`src/rtl/vidc_clk_pkg.sv`:
```
package vidc_clk_pkg;

	// clock enable divider, clk_sys is 40 MHz
	localparam int CLKEN_DIV   = 20;
	localparam int CLKEN_CNT_W = $clog2(CLKEN_DIV);
	localparam int CLK8M_PHASE = 5; // 8 MHz strobes at counts 0, 5, 10, 15

	// pll scan chain
	localparam int SCAN_BITS   = 144;
	localparam int SCAN_ADDR_W = 8;

	// stored profiles, one rom each
	localparam int PROFILE_COUNT = 3;
	localparam int PROFILE_24    = 0;
	localparam int PROFILE_25    = 1;
	localparam int PROFILE_36    = 2;

	// base clock select from the core
	localparam int                SEL_W     = 2;
	localparam logic [SEL_W-1:0] SEL_RESET = 2'b10;

	// watchdog after configupdate
	localparam int WDOG_W           = 10;
	localparam int RECONFIG_TIMEOUT = 1000;

	// sequencer states
	localparam int                  STATE_W   = 3;
	localparam logic [STATE_W-1:0] ST_IDLE   = 3'd0;
	localparam logic [STATE_W-1:0] ST_SHIFT  = 3'd1;
	localparam logic [STATE_W-1:0] ST_DRAIN  = 3'd2;
	localparam logic [STATE_W-1:0] ST_UPDATE = 3'd3;
	localparam logic [STATE_W-1:0] ST_WAIT   = 3'd4;

	// scan chain images, bit n goes out at rom address n
	localparam logic [SCAN_BITS-1:0] PROFILE_BITS [PROFILE_COUNT] = '{
		144'h0201_8030_0c04_0060_1c08_00c0_3010_0180_6020, // 24 MHz family
		144'h0241_8030_0a04_0050_1c08_00c0_2810_0140_6024, // 25 MHz family
		144'h0381_c038_0e04_0070_1e08_00e0_3810_01c0_7038  // 36 MHz family
	};

endpackage

```
`src/rtl/clk_enable_gen.sv`:
```
`timescale 1ns/1ps

module clk_enable_gen (
	input  logic clk_sys,
	input  logic rst_i,
	output logic clk2m_en_o,
	output logic clk8m_en_o
);
	import vidc_clk_pkg::*;

	logic [CLKEN_CNT_W-1:0] clken_cnt; // runs 0 .. CLKEN_DIV-1

	always_ff @(posedge clk_sys) begin
		if (rst_i) begin
			clken_cnt  <= '0;
			clk2m_en_o <= 1'b0;
			clk8m_en_o <= 1'b0;
		end else begin
			if (clken_cnt == CLKEN_CNT_W'(CLKEN_DIV - 1))
				clken_cnt <= '0;
			else
				clken_cnt <= clken_cnt + 1'b1;

			// both strobes fire together at count 0
			clk2m_en_o <= (clken_cnt == '0);
			clk8m_en_o <= ((clken_cnt % CLK8M_PHASE) == 0); // four phases per cycle
		end
	end

endmodule

```
`src/rtl/pll_profile_rom.sv`:
```
`timescale 1ns/1ps

module pll_profile_rom #(
	parameter int PROFILE = 0
) (
	input  logic                                 clk_sys,
	input  logic                                 rden_i,
	input  logic [vidc_clk_pkg::SCAN_ADDR_W-1:0] addr_i,
	output logic                                 q_o
);
	import vidc_clk_pkg::*;

	logic [SCAN_BITS-1:0] image;

	assign image = PROFILE_BITS[PROFILE];

	// registered read, q holds while rden is low
	always_ff @(posedge clk_sys) begin
		if (rden_i)
			q_o <= image[addr_i];
	end

endmodule

```
`src/rtl/reconfig_sequencer.sv`:
```
`timescale 1ns/1ps

module reconfig_sequencer (
	input  logic                                 clk_sys,
	input  logic                                 rst_i,
	input  logic [vidc_clk_pkg::SEL_W-1:0]       vidbaseclk_i,
	input  logic                                 scandone_i,
	output logic                                 vid_clk_ena_o,
	output logic                                 rom_rden_o,
	output logic [vidc_clk_pkg::SCAN_ADDR_W-1:0] rom_addr_o,
	output logic [1:0]                           profile_o,
	output logic                                 configupdate_o,
	output logic                                 pll_areset_o
);
	import vidc_clk_pkg::*;

	logic [STATE_W-1:0] state;
	logic [SEL_W-1:0]   sel_q;  // last select seen in idle
	logic [WDOG_W-1:0]  wdog;

	// 01 -> 25 MHz, 10 -> 36 MHz, anything else -> 24 MHz
	function automatic logic [1:0] sel_to_profile(input logic [SEL_W-1:0] sel);
		case (sel)
			2'b01:   return 2'(PROFILE_25);
			2'b10:   return 2'(PROFILE_36);
			default: return 2'(PROFILE_24);
		endcase
	endfunction

	always_ff @(posedge clk_sys) begin
		if (rst_i) begin
			state          <= ST_IDLE;
			sel_q          <= SEL_RESET;
			profile_o      <= sel_to_profile(SEL_RESET);
			vid_clk_ena_o  <= 1'b1;
			rom_rden_o     <= 1'b0;
			rom_addr_o     <= '0;
			configupdate_o <= 1'b0;
			wdog           <= '0;
		end else begin
			configupdate_o <= 1'b0; // single cycle pulse

			case (state)
				ST_IDLE: begin
					vid_clk_ena_o <= 1'b1;
					if (vidbaseclk_i != sel_q) begin
						// new base clock, stop the pixel clock and start streaming
						sel_q         <= vidbaseclk_i;
						profile_o     <= sel_to_profile(vidbaseclk_i);
						vid_clk_ena_o <= 1'b0;
						rom_addr_o    <= '0;
						rom_rden_o    <= 1'b1;
						state         <= ST_SHIFT;
					end
				end

				ST_SHIFT: begin
					rom_addr_o <= rom_addr_o + 1'b1;
					if (rom_addr_o == SCAN_ADDR_W'(SCAN_BITS - 1)) begin
						rom_rden_o <= 1'b0;
						state      <= ST_DRAIN;
					end
				end

				// rom and serializer still hold two bits in flight,
				// the address keeps counting to time them out
				ST_DRAIN: begin
					rom_addr_o <= rom_addr_o + 1'b1;
					if (rom_addr_o == SCAN_ADDR_W'(SCAN_BITS + 1)) begin
						configupdate_o <= 1'b1;
						wdog           <= WDOG_W'(RECONFIG_TIMEOUT);
						state          <= ST_UPDATE;
					end
				end

				ST_UPDATE: begin
					wdog  <= wdog - 1'b1;
					state <= ST_WAIT;
				end

				ST_WAIT: begin
					wdog <= wdog - 1'b1;
					if (scandone_i || wdog == WDOG_W'(1))
						state <= ST_IDLE; // vid clock back on from idle
				end

				default: state <= ST_IDLE;
			endcase
		end
	end

	// pll never signalled scandone, kick it
	assign pll_areset_o = (state == ST_WAIT) && (wdog == WDOG_W'(1));

endmodule

```
`src/rtl/scan_serializer.sv`:
```
`timescale 1ns/1ps

module scan_serializer (
	input  logic                                   clk_sys,
	input  logic                                   rst_i,
	input  logic [vidc_clk_pkg::PROFILE_COUNT-1:0] rom_q_i,
	input  logic [1:0]                             profile_i,
	input  logic                                   rom_rden_i,
	output logic                                   scandata_o,
	output logic                                   scanclkena_o
);

	logic rden_q; // lines up with rom output

	always_ff @(posedge clk_sys) begin
		if (rst_i) begin
			rden_q       <= 1'b0;
			scanclkena_o <= 1'b0;
		end else begin
			rden_q       <= rom_rden_i;
			scanclkena_o <= rden_q;
		end
	end

	// data follows the enable
	always_ff @(posedge clk_sys) begin
		scandata_o <= rom_q_i[profile_i];
	end

endmodule

```
`src/rtl/vidc_clk_ctrl.sv`:
```
`timescale 1ns/1ps

module vidc_clk_ctrl (
	input  logic                           clk_sys,
	input  logic                           rst_i,
	input  logic [vidc_clk_pkg::SEL_W-1:0] vidbaseclk_i,
	input  logic                           scandone_i,
	output logic                           clk2m_en_o,
	output logic                           clk8m_en_o,
	output logic                           vid_clk_ena_o,
	output logic                           scandata_o,
	output logic                           scanclkena_o,
	output logic                           configupdate_o,
	output logic                           pll_areset_o
);
	import vidc_clk_pkg::*;

	logic [SCAN_ADDR_W-1:0]   rom_addr;
	logic                     rom_rden;
	logic [PROFILE_COUNT-1:0] rom_q;    // one bit per stored profile
	logic [1:0]               profile;

	clk_enable_gen u_clken (
		.clk_sys    (clk_sys),
		.rst_i      (rst_i),
		.clk2m_en_o (clk2m_en_o),
		.clk8m_en_o (clk8m_en_o)
	);

	reconfig_sequencer u_seq (
		.clk_sys        (clk_sys),
		.rst_i          (rst_i),
		.vidbaseclk_i   (vidbaseclk_i),
		.scandone_i     (scandone_i),
		.vid_clk_ena_o  (vid_clk_ena_o),
		.rom_rden_o     (rom_rden),
		.rom_addr_o     (rom_addr),
		.profile_o      (profile),
		.configupdate_o (configupdate_o),
		.pll_areset_o   (pll_areset_o)
	);

	// all roms read in parallel, the serializer picks one
	for (genvar p = 0; p < PROFILE_COUNT; p++) begin : g_rom
		pll_profile_rom #(
			.PROFILE (p)
		) u_rom (
			.clk_sys (clk_sys),
			.rden_i  (rom_rden),
			.addr_i  (rom_addr),
			.q_o     (rom_q[p])
		);
	end

	scan_serializer u_ser (
		.clk_sys      (clk_sys),
		.rst_i        (rst_i),
		.rom_q_i      (rom_q),
		.profile_i    (profile),
		.rom_rden_i   (rom_rden),
		.scandata_o   (scandata_o),
		.scanclkena_o (scanclkena_o)
	);

endmodule

```
`config.mk`:
```
export PLATFORM = sky130hd
export DESIGN_NAME = vidc_clk_ctrl
export DESIGN_NICKNAME = d
export VERILOG_FILES = /design/src/rtl/vidc_clk_pkg.sv /design/src/rtl/clk_enable_gen.sv /design/src/rtl/pll_profile_rom.sv /design/src/rtl/reconfig_sequencer.sv /design/src/rtl/scan_serializer.sv /design/src/rtl/vidc_clk_ctrl.sv
export SDC_FILE = /design/constraint.sdc
export NUM_CORES = 1
export LEC_CHECK = 0
export ABC_AREA = 1
export ABC_CLOCK_PERIOD_IN_PS = 2700
export BUFFER_PORTS_ARGS = -buffer_cell sky130_fd_sc_hd__buf_4
export CAP_MARGIN = 20
export CORE_MARGIN = 1
export CORE_UTILIZATION = 39
export CTS_CLUSTER_DIAMETER = 100
export CTS_CLUSTER_SIZE = 20
export DETAILED_ROUTE_END_ITERATION = 12
export PLACE_DENSITY = 0.61
export SKIP_LAST_GASP = 1
export SLEW_MARGIN = 25
export SYNTH_ARGS = -nofsm -noshare
export SYNTH_HDL_FRONTEND = slang
export SYNTH_SLANG_ARGS = --single-unit
```
`constraint.sdc`:
```
create_clock -name clk_sys -period 2.7 [get_ports clk_sys]
set_clock_uncertainty 0.05 [all_clocks]
set_input_delay 0.54 -clock clk_sys [delete_from_list [all_inputs] [get_ports clk_sys]]
set_output_delay 0.54 -clock clk_sys [all_outputs]
set_load 0.02 [all_outputs]
```
==> flow_summary_export.csv, run 1 <==
group,metric,value,unit
outcome,status,"complete, no violations",
grt,grt_pass1_vias,2493,
timing,period_needed,2490,ps
die,initial_core_util,0.408,
route,drt_iter0_drc,197,
clock_network,htreeDepth,2,
clock_network,cts_sinks,41,
route,drc_errors,0,
route,antenna_left,0,
power,p_per_area,696,nW/um^2
placed_design,place_ws,91.8,ps
finish,layout-drive-gt1-share,0.158,
synthesis,netlist_top_cells_area,"dfxtp_1 (25%), nand2_1 (10%), ha_1 (8.8%), inv_1 (7.8%), a21oi_1 (6.5%)",
die,die_h,89.5,microns
setup_path,critPathMaxFanout,9,
setup_path,max_stage_delay,340,ps
timing,tightestPinTransition,534,ps
timing,timing.final.ws_setup,208,ps
grt,grt_max_degree,20,
synthesis,synth_top_area_cell,"dfxtp_1",
setup_path,cp_slowest_cell,"dfxtp_2",
synthesis,yosysMostFrequentCell,"nand2_1",
clock_network,cts-root-buf,"clkbuf_8",
route,firstDrtPassIters,4,
placed_design,gp_congestion,0.902,
placed_design,numPlacedInstances,545,
setup_path,critPathBufInv,4,
timing,setup-tns-final,0,ps
clock_network,clockBufferDepth,2,
finish,final_area,3340,sq um
setup_path,worst_ep_required_time,2890,ps
flow_run,max_cap_viol_count,0,
synthesis,ys_seq_area_frac,0.285,
finish,stdcell_count,554,
clock_network,cts_hold_buf,0,
timing,maxSlewViolCount,0,
grt,grt_pass1_wl,11.3,mm
placed_design,port_buffers,11,
timing,final_hold_viol_count,0,
timing,finalSetupViolCount,0,
power,ir_worst_vdd,0.000300,V
synthesis,ys.flop_type,"dfxtp_1",
setup_path,critPathKind,"reg2reg",
timing,period_share,0.923,
setup_path,cp_top_family,"simple AND/OR/NAND/NOR gates",
finish,finalCoreUtilization,0.456,
clock_network,clk_pin_slew_worst_paths,80,ps
placed_design,placed_area,3210,sq um
synthesis,ys_ff_latch,41,
worst_hold_path,min_path_type,"reg2reg",
timing,slew_headroom,0.640,
grt,antenna_found_initial,0,
setup_path,cp-start-kind,"flop",
placed_design,dp_hpwl,5.08,mm
route,routed_wl,6.55,mm
timing,clock.fmax,0.401,GHz
setup_path,cpMostUsedCell,"nand2_2",
setup_path,worstPathArrival,2680,ps
synthesis,syn_area,2990,sq um
finish,antenna_cells,0,
die,die_w,89.5,microns
route,drt-vias-per-instance,5.05,
die,rows,31,
finish,nets,480,
synthesis,async_flop_share,0,
die,die_area,8020,sq um
die,core_area,7330,sq um
synthesis,syn_nets,461,
setup_path,worst_setup_path_end_kind,"flop",
route,dr_total_vias,2797,
synthesis,synth_cell_types,45,
finish,area_delta_synth_final,11.9,%
synthesis,syn_inst,435,
synthesis,postSynthAreaPerCell,6.87,sq um
clock_network,cts_tree,"yes",
power,p_leak,0.00144,uW
synthesis,yosys_warnings,0,
finish,fillCellCount,737,
synthesis,synth_top_cells_by_count,"nand2_1 (83), inv_1 (62), a21oi_1 (39), nor2_1 (39), dfxtp_1 (38)",
synthesis,synth_edf_count,3,
die,io_pins,12,
synthesis,synth_top_area_frac,0.255,
clock_network,insertion_delay,300,ps
finish,multi_input_area,1860,sq um
setup_path,cp_cell_sequence,"inv_2 -> nand2_2 -> ha_1 -> inv_1 -> o21ai_1 -> nand2_2 -> nand2_2 -> nor2_8 -> nand2_8 -> nand2_2 -> nand2_1 -> inv_2 -> ha_2 -> inv_1 -> nand3_4 -> nand3_4 -> nor2_4 -> nand2_1 -> nand2_1 -> nand3_1 -> nor2_1",
route,routedWlPerCell,11.8,microns
grt,grt_overflow_total,0,
finish,seq_area,856,sq um
grt,groute.usage.overall,0.179,
clock_network,numCtsBuffers,5,
-- tightest hold or removal path: cells and delay by family, from the launching register on --
family | cells | cell delay [ps]
flops | 1 | 300
buf+inv | 1 | 40
simple gates | 1 | 30
-- path summary, 6_finish.rpt --
kind                              from                  to  slack [ps]  depth (start not counted)
setup reg to reg  u_clken.clken_cnt[2]  u_clken.clk8m_en_o         210                         21
setup / recovery  u_clken.clken_cnt[2]  u_clken.clk8m_en_o         210                         21
hold / removal            u_ser.rden_q  u_ser.scanclkena_o         360                          2
hold reg to reg           u_ser.rden_q  u_ser.scanclkena_o         360                          2
-- sequential cells by signal, indices dropped and copies added (netlist names) --
name,flops
u_seq.wdog,10
u_seq.rom_addr_o,8
u_clken.clken_cnt,5
g_rom.u_rom.q_o,3
u_seq.state,3
u_seq.profile_o,2
u_seq.sel_q,2
u_clken.clk2m_en_o,1
u_clken.clk8m_en_o,1
u_seq.configupdate_o,1
u_seq.rom_rden_o,1
u_seq.vid_clk_ena_o,1
u_ser.rden_q,1
u_ser.scanclkena_o,1
u_ser.scandata_o,1
-- layout by cell type, fill, tap and decap left out, drive strengths merged, types with 10 or more instances in the layout --
master / count
nor3: 10
ha: 21
nand3: 36
nor2: 49
dfxtp: 38
inv: 69
a21oi: 40
o21ai: 26
buf: 17
nand2: 94
-- through the flow --
step | total power (uW) | hold WS [ps]
after floorplan | 1590 | 338
after global routing | 2530 | 393
after CTS | 2350 | 364
after global placement | 1830 | 353
after detailed placement | 1840 | 353
final | 2330 | 358
-- timing repair --
action / in CTS / in global routing
setup buffers: 0 / 1
endpoints found under the hold margin: 0 / 0
resized for setup: 0 / 8
setup endpoints to repair: 0 / 1
-- kinds of logic after synthesis --
group | synth area share
compound gates | 0.168
buf+inv | 0.0976
fa+ha+maj | 0.0879
flops | 0.285
xor+xnor | 0.00880
simple gates | 0.353
-- area by class of cell --
type / count / share of cell area
multi-input combinational: 318 / 0.556
sequential: 41 / 0.256
inverter: 71 / 0.0812
timing repair buffer: 17 / 0.0382
tap: 99 / 0.0370
clock buffer: 6 / 0.0217
clock inverter: 2 / 0.0105
-- where the power goes --
part           internal (uW)  total, uW  switching (uW)
Combinational            352        920             568
Clock                    275        495             221
Sequential               774        911             137
Total                   1400       2330             926
-- per-layer routing --
| metal | share of wire | vias up | global-route usage |
|---|---|---|---|
| met5 | 0 | - | 0 |
| met4 | 0.0070 | 0 | 0.0447 |
| met3 | 0.037 | 6 | 0.0286 |
| met2 | 0.47 | 52 | 0.305 |
| met1 | 0.48 | 1263 | 0.235 |
| li1 | - | 1476 | - |
No activity file was read; power rests on OpenSTA's default activity.
==> run 2: changes to the inputs <==
--- a/config.mk
+++ b/config.mk
@@ -6,7 +6,7 @@
 export NUM_CORES = 1
 export LEC_CHECK = 0
 export ABC_AREA = 1
-export ABC_CLOCK_PERIOD_IN_PS = 2700
+export ABC_CLOCK_PERIOD_IN_PS = 2200
 export BUFFER_PORTS_ARGS = -buffer_cell sky130_fd_sc_hd__buf_4
 export CAP_MARGIN = 20
 export CORE_MARGIN = 1
@@ -14,7 +14,7 @@
 export CTS_CLUSTER_DIAMETER = 100
 export CTS_CLUSTER_SIZE = 20
 export DETAILED_ROUTE_END_ITERATION = 12
-export PLACE_DENSITY = 0.61
+export PLACE_DENSITY = 0.63
 export SKIP_LAST_GASP = 1
 export SLEW_MARGIN = 25
 export SYNTH_ARGS = -nofsm -noshare
==> constraint.sdc (replaced) <==
create_clock -name clk_sys -period 2.2 [get_ports clk_sys]
set_clock_uncertainty 0.05 [all_clocks]
set_input_delay 0.44 -clock clk_sys [delete_from_list [all_inputs] [get_ports clk_sys]]
set_output_delay 0.44 -clock clk_sys [all_outputs]
set_load 0.02 [all_outputs]
==> flow_summary_export.csv, run 2 (synthesis gave the netlist of run 1 again) <==
group,metric,value,unit
setup_path,critPathKind,"reg2reg",
timing,period_needed,2200,ps
finish,largestRegisters,"u_seq.wdog (10), u_seq.rom_addr_o (8), u_clken.clken_cnt (5)",
clock_network,htreeDepth,2,
setup_path,worstPathArrival,2370,ps
clock_network,numCtsBuffers,5,
placed_design,gp_congestion,0.947,
outcome,status,"complete, no violations",
timing,maxSlewViolCount,0,
placed_design,dp_hpwl,5.39,mm
clock_network,cts_hold_buf,0,
power,p_per_area,778,nW/um^2
finish,antenna_cells,0,
clock_network,cts-root-buf,"clkbuf_8",
grt,grt_pass1_wl,11.8,mm
timing,slew_headroom,0.659,
route,drt_iter0_drc,158,
route,antenna_left,0,
timing,tightestPinTransition,506,ps
finish,finalCoreUtilization,0.506,
finish,layout_commonest_cell,"nand2_1",
die,io_pins,12,
route,routed_wl,7.06,mm
clock_network,clk_pin_slew_worst_paths,80,ps
setup_path,worst_ep_required_time,2380,ps
setup_path,critPathLaunch,"u_clken.clken_cnt[4]",
clock_network,clockBufferDepth,2,
timing,hold_ws,320,ps
setup_path,regToRegStartpoint,"u_clken.clken_cnt[4]",
timing,final_hold_viol_count,0,
flow_run,max_cap_viol_count,0,
finish,fillCellCount,736,
die,die_area,8020,sq um
clock_network,cts_sinks,41,
clock_network,insertion_delay,290,ps
die,initial_core_util,0.408,
grt,grt_pass1_vias,2758,
finish,area_delta_synth_final,24.2,%
finish,largest_reg_flops,10,
die,die_w,89.5,microns
power,finalPower,2890,uW
die,rows,31,
timing,finalSetupViolCount,0,
route,dr_total_vias,2952,
grt,grt_max_degree,20,
setup_path,cp-start-kind,"flop",
die,die_h,89.5,microns
power,p_leak,0.00163,uW
clock_network,cts_tree,"yes",
finish,mostFrequentLayoutCells,"nand2_1 (79), inv_1 (59), buf_4 (56)",
finish,nets,519,
route,routedWlPerCell,11.9,microns
finish,regMostFlops,"u_seq.wdog",
worst_hold_path,min_from,"vidbaseclk_i[1]",
worst_hold_path,min_path_type,"in2reg",
setup_path,critPathMaxFanout,4,
timing,rsz0062_at_grt,"yes",
placed_design,port_buffers,11,
setup_path,worst_setup_path_end_kind,"flop",
timing,clock.fmax,0.455,GHz
timing,setup-tns-final,0,ps
grt,antenna_found_initial,0,
grt,groute.usage.overall,0.187,
timing,period_share,0.998,
finish,layout-drive-gt1-share,0.249,
grt,grt_overflow_total,0,
route,drt-vias-per-instance,4.98,
die,core_area,7330,sq um
route,firstDrtPassIters,5,
route,drc_errors,0,
power,ir_worst_vdd,0.000321,V
[run 2: cell types whose count changed in the layout (fill, tap and decap cells not counted), moves of 2 or more]
cell / delta
buf_4: +39
inv_1: -2
nand2_1: -2
dfxtp_4: +2
nand2_4: +2
nand3_2: +2
dfxtp_1: -2
inv_4: +2
ha_4: +2
ha_1: -2
nand3_1: -2
[run 2: area by class of cell]
class,instances,area [sq um],share of cell area
multi-input cells,318,1910,0.515
flip-flops and latches,41,863,0.233
repair buffers,56,420,0.113
inverters,71,277,0.0745
well taps,99,124,0.0334
clock buffers,7,108,0.0290
clock inverters,1,7.51,0.00202
[run 2: worst paths after layout]
kind                             end  slack, ps  depth (start not counted)
hold reg to reg   u_ser.scanclkena_o        360                          2
setup / recovery  u_clken.clk8m_en_o          3                         17
hold / removal    u_seq.profile_o[0]        320                          2
setup reg to reg  u_clken.clk8m_en_o          3                         17
[run 2: what timing repair did]
item,4_1_cts,5_1_grt
resized for setup,3,7
buffers inserted,10,1
gates cloned,0,0
pin swaps,11,2
endpoints found under the setup margin,1,4
endpoints found under the hold margin,0,0
[run 2: critical path: stages, from the launching register on]
cell	delay, ps
dfxtp_4	390
inv_2	40
nand2_1	80
nand2_2	70
buf_4	130
buf_4	120
buf_4	120
buf_4	120
buf_4	120
buf_4	120
buf_4	120
nand3_2	90
nand3_1	110
a21oi_2	160
nand3_1	80
nand2_1	60
nand3_1	70
nor2_1	90
[run 2: metrics by stage]
stage               setup WS (ps)  area [sq um]  std cells
finish                       3.43          3710        593
global route                 -131          3710        593
CTS                         -7.81          3690        592
detailed placement          -84.7          3490        574
global placement             12.0          3490        574
floorplan                   -35.2          3050        435
[run 2: power by group]
| part | internal (uW) | switching [uW] |
|---|---|---|
| Clock | 323 | 262 |
| Combinational | 478 | 716 |
| Sequential | 949 | 157 |
[run 2: layer usage]
metal / vias up / routed length (microns) / track usage
li1: 1548 / - / -
met1: 1311 / 3330 / 0.229
met4: 0 / 169 / 0.0794
met5: - / 0 / 0
met3: 18 / 268 / 0.0369
met2: 75 / 3280 / 0.319
